$ cat config.mk
export PLATFORM = sky130hd
export DESIGN_NAME = kernel_top
export DESIGN_NICKNAME = d
export VERILOG_FILES = /design/src/kernel_pkg.sv /design/src/kernel_top.sv /design/src/kernel_out.sv /design/src/kernel_mem.sv /design/src/ker_gearbox.sv /design/src/apb_cfg_regs.sv
export SDC_FILE = /design/constraint.sdc
export NUM_CORES = 2
export LEC_CHECK = 0
export BUFFER_PORTS_ARGS = -buffer_cell sky130_fd_sc_hd__buf_4
export CORE_UTILIZATION = 65
export DETAILED_ROUTE_END_ITERATION = 8
export PLACE_DENSITY_LB_ADDON = 0.2
export SETUP_SLACK_MARGIN = 0.5
export SLEW_MARGIN = 20
export SYNTH_ARGS = -nofsm -noshare
export SYNTH_HDL_FRONTEND = slang
export SYNTH_SLANG_ARGS = --single-unit
$ cat constraint.sdc
create_clock -name clk -period 18.5 [get_ports clk]
set_input_delay 3.7 -clock clk [delete_from_list [all_inputs] [get_ports clk]]
set_output_delay 3.7 -clock clk [all_outputs]
set_load 0.02 [all_outputs]
$ cat src/kernel_pkg.sv
`default_nettype none

package kernel_pkg;

    // stream and weight geometry.
    parameter int STR_WIDTH   = 32;
    parameter int KER_WIDTH   = 8;
    parameter int GROUP_NB    = 2;
    parameter int DEPTH_NB    = 4;
    parameter int KWORD_WIDTH = GROUP_NB * DEPTH_NB * KER_WIDTH;
    parameter int GBOX_RATIO  = KWORD_WIDTH / STR_WIDTH; // beats per kernel word.

    parameter int MEM_AWIDTH  = 4;

    typedef logic [STR_WIDTH-1:0]   str_word_t;
    typedef logic [KWORD_WIDTH-1:0] ker_word_t;
    typedef logic [MEM_AWIDTH-1:0]  mem_addr_t;
    typedef logic [7:0]             cfg_addr_t;

    // write window command, set is a single cycle pulse.
    typedef struct packed {
        mem_addr_t end_addr;
        logic      set;
    } wr_cfg_t;

    // read window command.
    typedef struct packed {
        mem_addr_t start_addr;
        mem_addr_t end_addr;
        logic      set;
    } rd_cfg_t;

    // one output item.
    typedef struct packed {
        ker_word_t bias;
        ker_word_t kernel;
    } ker_out_t;

    // APB register map.
    parameter cfg_addr_t CFG_KER_WR = 8'h00;
    parameter cfg_addr_t CFG_KER_RD = 8'h04;
    parameter cfg_addr_t CFG_STATUS = 8'h08;

endpackage

`default_nettype wire
$ cat src/kernel_top.sv
`timescale 1ns/10ps
`default_nettype none

module kernel_top #(
    parameter int MEM_WORDS = 16
) (
    input  wire logic                  clk,
    input  wire logic                  rst_n,
    input  wire logic                  psel,
    input  wire logic                  penable,
    input  wire logic                  pwrite,
    input  wire kernel_pkg::cfg_addr_t paddr,
    input  wire logic [31:0]           pwdata,
    output logic [31:0]                prdata,
    output logic                       pready,
    output logic                       pslverr,
    input  wire kernel_pkg::str_word_t str_data,
    input  wire logic                  str_val,
    output logic                       str_rdy,
    output kernel_pkg::ker_out_t       ker_out,
    output logic                       ker_val,
    input  wire logic                  ker_rdy
);
    import kernel_pkg::*;

    wr_cfg_t   wr_cfg;
    rd_cfg_t   rd_cfg;
    logic      wr_done;
    logic      rd_active;
    ker_word_t wr_data;
    logic      wr_val;
    logic      wr_rdy;
    ker_out_t  mem_item;
    logic      mem_val;
    logic      mem_rdy;

    apb_cfg_regs u_regs (
        .clk(clk), .rst_n(rst_n),
        .psel(psel), .penable(penable), .pwrite(pwrite),
        .paddr(paddr), .pwdata(pwdata), .prdata(prdata),
        .pready(pready), .pslverr(pslverr),
        .wr_done(wr_done), .rd_active(rd_active),
        .wr_cfg(wr_cfg), .rd_cfg(rd_cfg)
    );

    ker_gearbox u_gbox (
        .clk(clk), .rst_n(rst_n),
        .str_data(str_data), .str_val(str_val), .str_rdy(str_rdy),
        .wr_data(wr_data), .wr_val(wr_val), .wr_rdy(wr_rdy)
    );

    kernel_mem #(.MEM_WORDS(MEM_WORDS)) u_mem (
        .clk(clk), .rst_n(rst_n),
        .wr_cfg(wr_cfg), .rd_cfg(rd_cfg),
        .wr_data(wr_data), .wr_val(wr_val), .wr_rdy(wr_rdy),
        .wr_done(wr_done), .rd_active(rd_active),
        .mem_item(mem_item), .mem_val(mem_val), .mem_rdy(mem_rdy)
    );

    kernel_out u_out (
        .clk(clk), .rst_n(rst_n),
        .mem_item(mem_item), .mem_val(mem_val), .mem_rdy(mem_rdy),
        .ker_out(ker_out), .ker_val(ker_val), .ker_rdy(ker_rdy)
    );

endmodule

`default_nettype wire

$ cat src/kernel_out.sv
`timescale 1ns/10ps
`default_nettype none

module kernel_out (
    input  wire logic                 clk,
    input  wire logic                 rst_n,
    input  wire kernel_pkg::ker_out_t mem_item,
    input  wire logic                 mem_val,
    output logic                      mem_rdy,
    output kernel_pkg::ker_out_t      ker_out,
    output logic                      ker_val,
    input  wire logic                 ker_rdy
);
    import kernel_pkg::*;

    ker_out_t main_d;
    ker_out_t skid_d;
    logic     main_v;
    logic     skid_v;
    logic     in_acc;
    logic     main_free;

    assign mem_rdy   = ~skid_v; // registered, no path from ker_rdy.
    assign in_acc    = mem_val & mem_rdy;
    assign main_free = ~main_v | ker_rdy;

    always_ff @(posedge clk or negedge rst_n) begin
        if (!rst_n) begin
            main_v <= 1'b0;
            skid_v <= 1'b0;
        end else if (main_free) begin
            main_v <= skid_v | in_acc;
            skid_v <= 1'b0;
        end else if (in_acc) begin
            skid_v <= 1'b1; // consumer stalled, park the item.
        end
    end

    always_ff @(posedge clk) begin
        if (main_free && (skid_v || in_acc)) begin
            main_d <= skid_v ? skid_d : mem_item; // skid entry is older.
        end
        if (in_acc && !main_free) begin
            skid_d <= mem_item;
        end
    end

    assign ker_out = main_d;
    assign ker_val = main_v;

    a_out_stable: assert property (@(posedge clk) disable iff (!rst_n)
        ker_val && !ker_rdy |=> ker_val && $stable(ker_out));

endmodule

`default_nettype wire

$ cat src/kernel_mem.sv
`timescale 1ns/10ps
`default_nettype none

module kernel_mem #(
    parameter int MEM_WORDS = 16
) (
    input  wire logic                  clk,
    input  wire logic                  rst_n,
    input  wire kernel_pkg::wr_cfg_t   wr_cfg,
    input  wire kernel_pkg::rd_cfg_t   rd_cfg,
    input  wire kernel_pkg::ker_word_t wr_data,
    input  wire logic                  wr_val,
    output logic                       wr_rdy,
    output logic                       wr_done,
    output logic                       rd_active,
    output kernel_pkg::ker_out_t       mem_item,
    output logic                       mem_val,
    input  wire logic                  mem_rdy
);
    import kernel_pkg::*;

    typedef enum logic [1:0] {
        IDLE,
        LOAD_BIAS,
        STREAM
    } rd_state_t;

    ker_word_t mem [MEM_WORDS];

    mem_addr_t wr_ptr;
    mem_addr_t wr_end;
    logic      wr_acc;

    rd_state_t state;
    mem_addr_t rd_start;
    mem_addr_t rd_end;
    mem_addr_t rd_ptr;
    mem_addr_t rd_addr;
    logic      rd_slot;
    logic      rd_en;
    logic      q_kern;  // mem_q holds a kernel word for the slice.
    logic      q_bias;  // mem_q holds the bias word.
    ker_word_t mem_q;
    ker_word_t bias_q;

    assign wr_acc = wr_val & wr_rdy;

    // write side.
    always_ff @(posedge clk or negedge rst_n) begin
        if (!rst_n) begin
            wr_ptr  <= '0;
            wr_end  <= '0;
            wr_rdy  <= 1'b0;
            wr_done <= 1'b0;
        end else if (wr_cfg.set) begin
            wr_ptr  <= '0;
            wr_end  <= wr_cfg.end_addr;
            wr_rdy  <= 1'b1;
            wr_done <= 1'b0;
        end else if (wr_acc) begin
            if (wr_ptr == wr_end) begin
                wr_rdy  <= 1'b0; // window full.
                wr_done <= 1'b1;
            end else begin
                wr_ptr <= wr_ptr + 1'b1;
            end
        end
    end

    always_ff @(posedge clk) begin
        if (wr_acc) begin
            mem[wr_ptr] <= wr_data;
        end
    end

    // issue a read only when the output stage will be free.
    assign rd_slot = ~q_kern | mem_rdy;
    assign rd_en   = (state != IDLE) & rd_slot;
    assign rd_addr = (state == LOAD_BIAS) ? rd_start : rd_ptr;

    always_ff @(posedge clk or negedge rst_n) begin
        if (!rst_n) begin
            state    <= IDLE;
            rd_start <= '0;
            rd_end   <= '0;
            rd_ptr   <= '0;
        end else if (rd_cfg.set) begin
            state    <= LOAD_BIAS; // new window replaces the old one.
            rd_start <= rd_cfg.start_addr;
            rd_end   <= rd_cfg.end_addr;
        end else if (rd_en) begin
            case (state)
                LOAD_BIAS: begin
                    state  <= STREAM;
                    rd_ptr <= rd_start + 1'b1;
                end
                STREAM: begin
                    // wrap past the bias slot.
                    rd_ptr <= (rd_ptr == rd_end) ? rd_start + 1'b1 : rd_ptr + 1'b1;
                end
                default: state <= IDLE;
            endcase
        end
    end

    always_ff @(posedge clk or negedge rst_n) begin
        if (!rst_n) begin
            q_kern <= 1'b0;
            q_bias <= 1'b0;
        end else begin
            q_bias <= rd_en & (state == LOAD_BIAS);
            if (rd_en) begin
                q_kern <= (state == STREAM);
            end else if (mem_rdy) begin
                q_kern <= 1'b0;
            end
        end
    end

    // one cycle read latency.
    always_ff @(posedge clk) begin
        if (rd_en) begin
            mem_q <= mem[rd_addr];
        end
        if (q_bias) begin
            bias_q <= mem_q;
        end
    end

    assign mem_item  = '{bias: bias_q, kernel: mem_q};
    assign mem_val   = q_kern;
    assign rd_active = (state != IDLE);

    a_wr_bound: assert property (@(posedge clk) disable iff (!rst_n)
        wr_acc |-> (wr_ptr <= wr_end) && (int'(wr_ptr) < MEM_WORDS));

    // window must hold a bias and at least one kernel word.
    a_rd_window: assert property (@(posedge clk) disable iff (!rst_n)
        rd_cfg.set |-> (rd_cfg.end_addr > rd_cfg.start_addr)
                       && (int'(rd_cfg.end_addr) < MEM_WORDS));

endmodule

`default_nettype wire

$ cat src/ker_gearbox.sv
`timescale 1ns/10ps
`default_nettype none

module ker_gearbox (
    input  wire logic                  clk,
    input  wire logic                  rst_n,
    input  wire kernel_pkg::str_word_t str_data,
    input  wire logic                  str_val,
    output logic                       str_rdy,
    output kernel_pkg::ker_word_t      wr_data,
    output logic                       wr_val,
    input  wire logic                  wr_rdy
);
    import kernel_pkg::*;

    localparam int CNT_W = (GBOX_RATIO > 1) ? $clog2(GBOX_RATIO) : 1;
    localparam logic [CNT_W-1:0] CNT_LAST = CNT_W'(GBOX_RATIO - 1);

    logic [CNT_W-1:0] cnt;
    logic             full;
    logic             str_acc;
    logic             wr_acc;
    ker_word_t        shreg;

    // a waiting word blocks the stream only while the memory holds off.
    assign str_rdy = ~full | wr_rdy;
    assign str_acc = str_val & str_rdy;
    assign wr_acc  = full & wr_rdy;

    always_ff @(posedge clk or negedge rst_n) begin
        if (!rst_n) begin
            cnt  <= '0;
            full <= 1'b0;
        end else begin
            if (wr_acc) begin
                full <= 1'b0;
            end
            if (str_acc) begin
                if (cnt == CNT_LAST) begin
                    cnt  <= '0;
                    full <= 1'b1; // last beat completes the word.
                end else begin
                    cnt <= cnt + 1'b1;
                end
            end
        end
    end

    // beats enter at the top and move down, so the first ends up lowest.
    always_ff @(posedge clk) begin
        if (str_acc) begin
            shreg <= {str_data, shreg[KWORD_WIDTH-1:STR_WIDTH]};
        end
    end

    assign wr_data = shreg;
    assign wr_val  = full;

    // word must hold until the memory takes it.
    a_wr_stable: assert property (@(posedge clk) disable iff (!rst_n)
        wr_val && !wr_rdy |=> wr_val && $stable(wr_data));

endmodule

`default_nettype wire

$ cat src/apb_cfg_regs.sv
`timescale 1ns/10ps
`default_nettype none

module apb_cfg_regs (
    input  wire logic                  clk,
    input  wire logic                  rst_n,
    input  wire logic                  psel,
    input  wire logic                  penable,
    input  wire logic                  pwrite,
    input  wire kernel_pkg::cfg_addr_t paddr,
    input  wire logic [31:0]           pwdata,
    output logic [31:0]                prdata,
    output logic                       pready,
    output logic                       pslverr,
    input  wire logic                  wr_done,
    input  wire logic                  rd_active,
    output kernel_pkg::wr_cfg_t        wr_cfg,
    output kernel_pkg::rd_cfg_t        rd_cfg
);
    import kernel_pkg::*;

    localparam int RD_END_LSB = 16; // read end address sits in the upper half.

    logic      access;
    logic      hit_wr;
    logic      hit_rd;
    logic      hit_status;
    logic      cmd_wr;
    logic      cmd_rd;
    logic      wr_set;
    logic      rd_set;
    mem_addr_t wr_end;
    mem_addr_t rd_start;
    mem_addr_t rd_end;

    assign access     = psel & penable; // access phase only.
    assign hit_wr     = (paddr == CFG_KER_WR);
    assign hit_rd     = (paddr == CFG_KER_RD);
    assign hit_status = (paddr == CFG_STATUS);

    assign cmd_wr = access & pwrite & hit_wr;
    assign cmd_rd = access & pwrite & hit_rd;

    // no wait states.
    assign pready  = 1'b1;
    assign pslverr = access & (~(hit_wr | hit_rd | hit_status) | (pwrite & hit_status));

    always_comb begin
        prdata = '0;
        if (access & ~pwrite & hit_status) begin
            prdata[0] = wr_done;
            prdata[1] = rd_active;
        end
    end

    // command pulses, one cycle after the access phase.
    always_ff @(posedge clk or negedge rst_n) begin
        if (!rst_n) begin
            wr_set <= 1'b0;
            rd_set <= 1'b0;
        end else begin
            wr_set <= cmd_wr;
            rd_set <= cmd_rd;
        end
    end

    always_ff @(posedge clk) begin
        if (cmd_wr) begin
            wr_end <= pwdata[0 +: MEM_AWIDTH];
        end
        if (cmd_rd) begin
            rd_start <= pwdata[0 +: MEM_AWIDTH];
            rd_end   <= pwdata[RD_END_LSB +: MEM_AWIDTH];
        end
    end

    assign wr_cfg = '{end_addr: wr_end, set: wr_set};
    assign rd_cfg = '{start_addr: rd_start, end_addr: rd_end, set: rd_set};

    // enable without select is a broken master.
    a_penable_psel: assert property (@(posedge clk) disable iff (!rst_n)
        penable |-> psel);

endmodule

`default_nettype wire

==> impl_metrics.sql <==
INSERT INTO impl_metrics (metric_group, metric, value, unit) VALUES
('finish', 'drive_above_1_share', '0.1958', ''),
('grt', 'first_global_vias', '27010', ''),
('sta', 'totalNegativeSetupSlack', '0', 'ns'),
('cts', 'cts.reportedPaths.clkPinSlew', '0.06', 'ns'),
('logic_synthesis', 'yosys_warnings', '0', ''),
('cts', 'cts_made_buffers', '145', ''),
('route', 'detail_route.drc_violations', '0', ''),
('logic_synthesis', 'post_synth_main_area_contributors', 'sky130_fd_sc_hd__edfxtp_1 (79%), sky130_fd_sc_hd__mux2i_1 (9.2%), sky130_fd_sc_hd__o22ai_1 (2.9%)', ''),
('setup_path', 'critical_path_class', 'primary input to output pin', ''),
('logic_synthesis', 'synth-main-ff-cell', 'sky130_fd_sc_hd__edfxtp_1', ''),
('logic_synthesis', 'synthesized_instance_count', '2782', ''),
('sta', 'setup_viol_count_final', '0', ''),
('logic_synthesis', 'synthesis_stage_register_bit_count', '1516', ''),
('cts', 'cts_hold_fix_bufs', '0', ''),
('floorplanning', 'initial_core_util', '0.6580', ''),
('finish', 'post-route-util', '0.7430', ''),
('cts', 'worst_skew_pair.late_latency', '0.73', 'ns'),
('finish', 'num-fill-cells', '4687', ''),
('route', 'post_drt_via_cell_ratio', '6.313', ''),
('placement', 'io_buffer_count', '187', ''),
('cts', 'cts_root_buf', 'sky130_fd_sc_hd__clkbuf_16', ''),
('cts', 'cts.htree.levels', '4', ''),
('sta', 'hold_viol', '0', ''),
('logic_synthesis', 'avgSynthCellArea', '20.17', 'µm²'),
('setup_path', 'critical_path.max_fanout', '3', ''),
('power', 'pwr_density_cell', '108.5', 'mW/mm²'),
('cts', 'cts_tree', 'yes', ''),
('logic_synthesis', 'yosysUniqueCellTypes', '45', ''),
('sta', 'fin_crit', '8.746', 'ns'),
('logic_synthesis', 'synth_sequential_area_ratio', '0.8083', ''),
('sta', 'post-route-period-util', '0.4728', ''),
('route', 'route.detailed.wl_per_inst', '28.06', 'µm'),
('cts', 'cts-root-to-sink-buffers', '3', ''),
('route', 'totalWireLength', '120.5', 'mm'),
('setup_path', 'worstSetupEndpointType', 'output pin', ''),
('sta', 'rsz0062_at_grt', 'false', ''),
('setup_path', 'start_kind', 'primary input', ''),
('sta', 'finClkSkew', '0.02495', 'ns'),
('floorplanning', 'fp.dieH', '295.8', 'µm'),
('setup_path', 'cp_data_arrival_time', '5.05', 'ns'),
('power', 'power.net_switching', '1.335', 'mW'),
('grt', 'overflow', '0', ''),
('finish', 'seqCellArea', '0.04537', 'mm²'),
('floorplanning', 'fp.dieArea', '0.08752', 'mm²'),
('sta', 'timing.slew.headroom', '0.2845', ''),
('min_path', 'timing.hold.worst.class', 'flip-flop to flip-flop', ''),
('finish', 'multi_input_comb_area', '0.009961', 'mm²'),
('finish', 'layout-area-overhead-vs-synth', '12.91', '%'),
('sta', 'hold_slack', '0.4395', 'ns'),
('placement', 'placement.cell_area', '0.05855', 'mm²'),
('logic_synthesis', 'synth.top_cells.by_count', 'sky130_fd_sc_hd__edfxtp_1 (1484), sky130_fd_sc_hd__mux2i_1 (518), sky130_fd_sc_hd__o22ai_1 (256)', ''),
('logic_synthesis', 'synth-async-reset-ratio', '0.02111', ''),
('route', 'final_antenna_net_count', '0', ''),
('finish', 'design_area', '0.06336', 'mm²'),
('cts', 'clkSinkCount', '1516', ''),
('logic_synthesis', 'yosys.cell_count.top_type', 'sky130_fd_sc_hd__edfxtp_1', ''),
('route', 'drt_iter0_markers', '3161', ''),
('placement', 'place.gp.congestion', '0.8130', ''),
('sta', 'worst_pin_slew', '1.073', 'ns'),
('cts', 'post_cts_buffers', '0', ''),
('sta', 'slew_violations', '0', ''),
('logic_synthesis', 'yosysTopAreaCellShare', '0.7941', ''),
('logic_synthesis', 'synthesis.area', '0.05612', 'mm²'),
('power', 'combinationalPowerShare', '0.015', ''),
('finish', 'layout.nets', '3119', ''),
('sta', 'max_freq', '114.3', 'MHz'),
('outcome', 'status', 'complete, no violations', ''),
('floorplanning', 'core_area', '0.08528', 'mm²'),
('grt', 'grt_max_degree', '148', ''),
('grt', 'groute.usage.overall', '0.2778', ''),
('grt', 'grt_antenna_before_repair', '8', '');
critical path, stage by stage:
cell	delay [ns]
sky130_fd_sc_hd__buf_4	0.11
sky130_fd_sc_hd__nor4_1	0.31
sky130_fd_sc_hd__nor4b_1	0.43
sky130_fd_sc_hd__nand3_1	0.20
sky130_fd_sc_hd__nor2_1	0.14
sky130_fd_sc_hd__buf_4	0.16
cells in the final DEF (no fill, tap or decap), drive strengths merged, types with 31 or more instances in the layout:
cell	instances
dfrtp	32
buf	229
edfxtp	1484
o22ai	256
or4	64
conb	31
mux2	142
clkbuf	184
mux2i	518
clkinv	57
cells by family (layout without fill, tap and decap cells):
kind of cell             Yosys count  in the layout  synth area share
flip-flops                      1516           1516            0.8083
multiplexers                     660            660            0.1209
AO/OA/AOI/OAI                    283            283           0.03228
buffers and inverters            165            505           0.01837
AND/OR/NAND/NOR                  135            135           0.01610
XOR/XNOR                          12             12          0.001873
adder cells (fa/ha/maj)            9              9          0.002007
other                              2             32         0.0001338
power by group through the flow:
stage / clock network (mW) / logic, mW / registers [mW]
floorplan: 0 / 0.0531 / 3.87
global placement: 0 / 0.0974 / 3.89
detailed placement: 0 / 0.0986 / 3.89
CTS: 2.98 / 0.0992 / 3.82
global route: 3.12 / 0.105 / 3.82
finish: 2.95 / 0.100 / 3.82
metrics by stage:
| step | power, mW | instances | setup WS, ns |
|---|---|---|---|
| CTS | 6.903 | 4295 | 9.775 |
| detailed placement | 3.991 | 4028 | 9.790 |
| floorplan | 3.926 | 2811 | 4.524 |
| finish | 6.875 | 4296 | 9.754 |
| global route | 7.042 | 4295 | 9.628 |
| global placement | 3.985 | 4028 | 9.703 |
flip-flops by register name (all words and copies together) (netlist names), 64 cells and up:
register and cells:
u_mem.bias_q 64, u_out.skid_d 128, u_out.ker_out 128, u_gbox.wr_data 64, u_mem.mem 1024, u_mem.mem_q 64
layout make-up:
type	instances	share of cell area
Clock inverter	83	0.01410
Multi-Input combinational cell	1130	0.1572
Inverter	9	0.0005332
Antenna cell	1	0.00003949
Sequential cell	1516	0.7160
Clock buffer	184	0.06175
Timing Repair Buffer	229	0.02778
Tap cell	1144	0.02259
final timing paths:
check / startpoint / end / slack, ns / depth (start not counted)
worst max-delay path: paddr[5] / prdata[0] / 9.75 / 6
worst min-delay path: u_mem.bias_q[51] / u_out.skid_d[115] / 0.44 / 0
worst max register to register: u_mem.state[1] / u_mem.mem_q[41] / 13.07 / 9
worst min register to register: u_mem.bias_q[51] / u_out.skid_d[115] / 0.44 / 0
max in group asynchronous: rst_n / u_out.skid_v / 15.26 / 1
min in group asynchronous: rst_n / u_out.skid_v / 2.91 / 1
routing by layer:
layer	track usage	up-vias	wire (µm)
met4	0.08935	2	3116
li1	-	11750	-
met1	0.3911	13770	47650
met3	0.04324	236	10490
met5	0	-	13
met2	0.4525	1366	59280
Note: power is estimated with default switching activity, not from simulation.
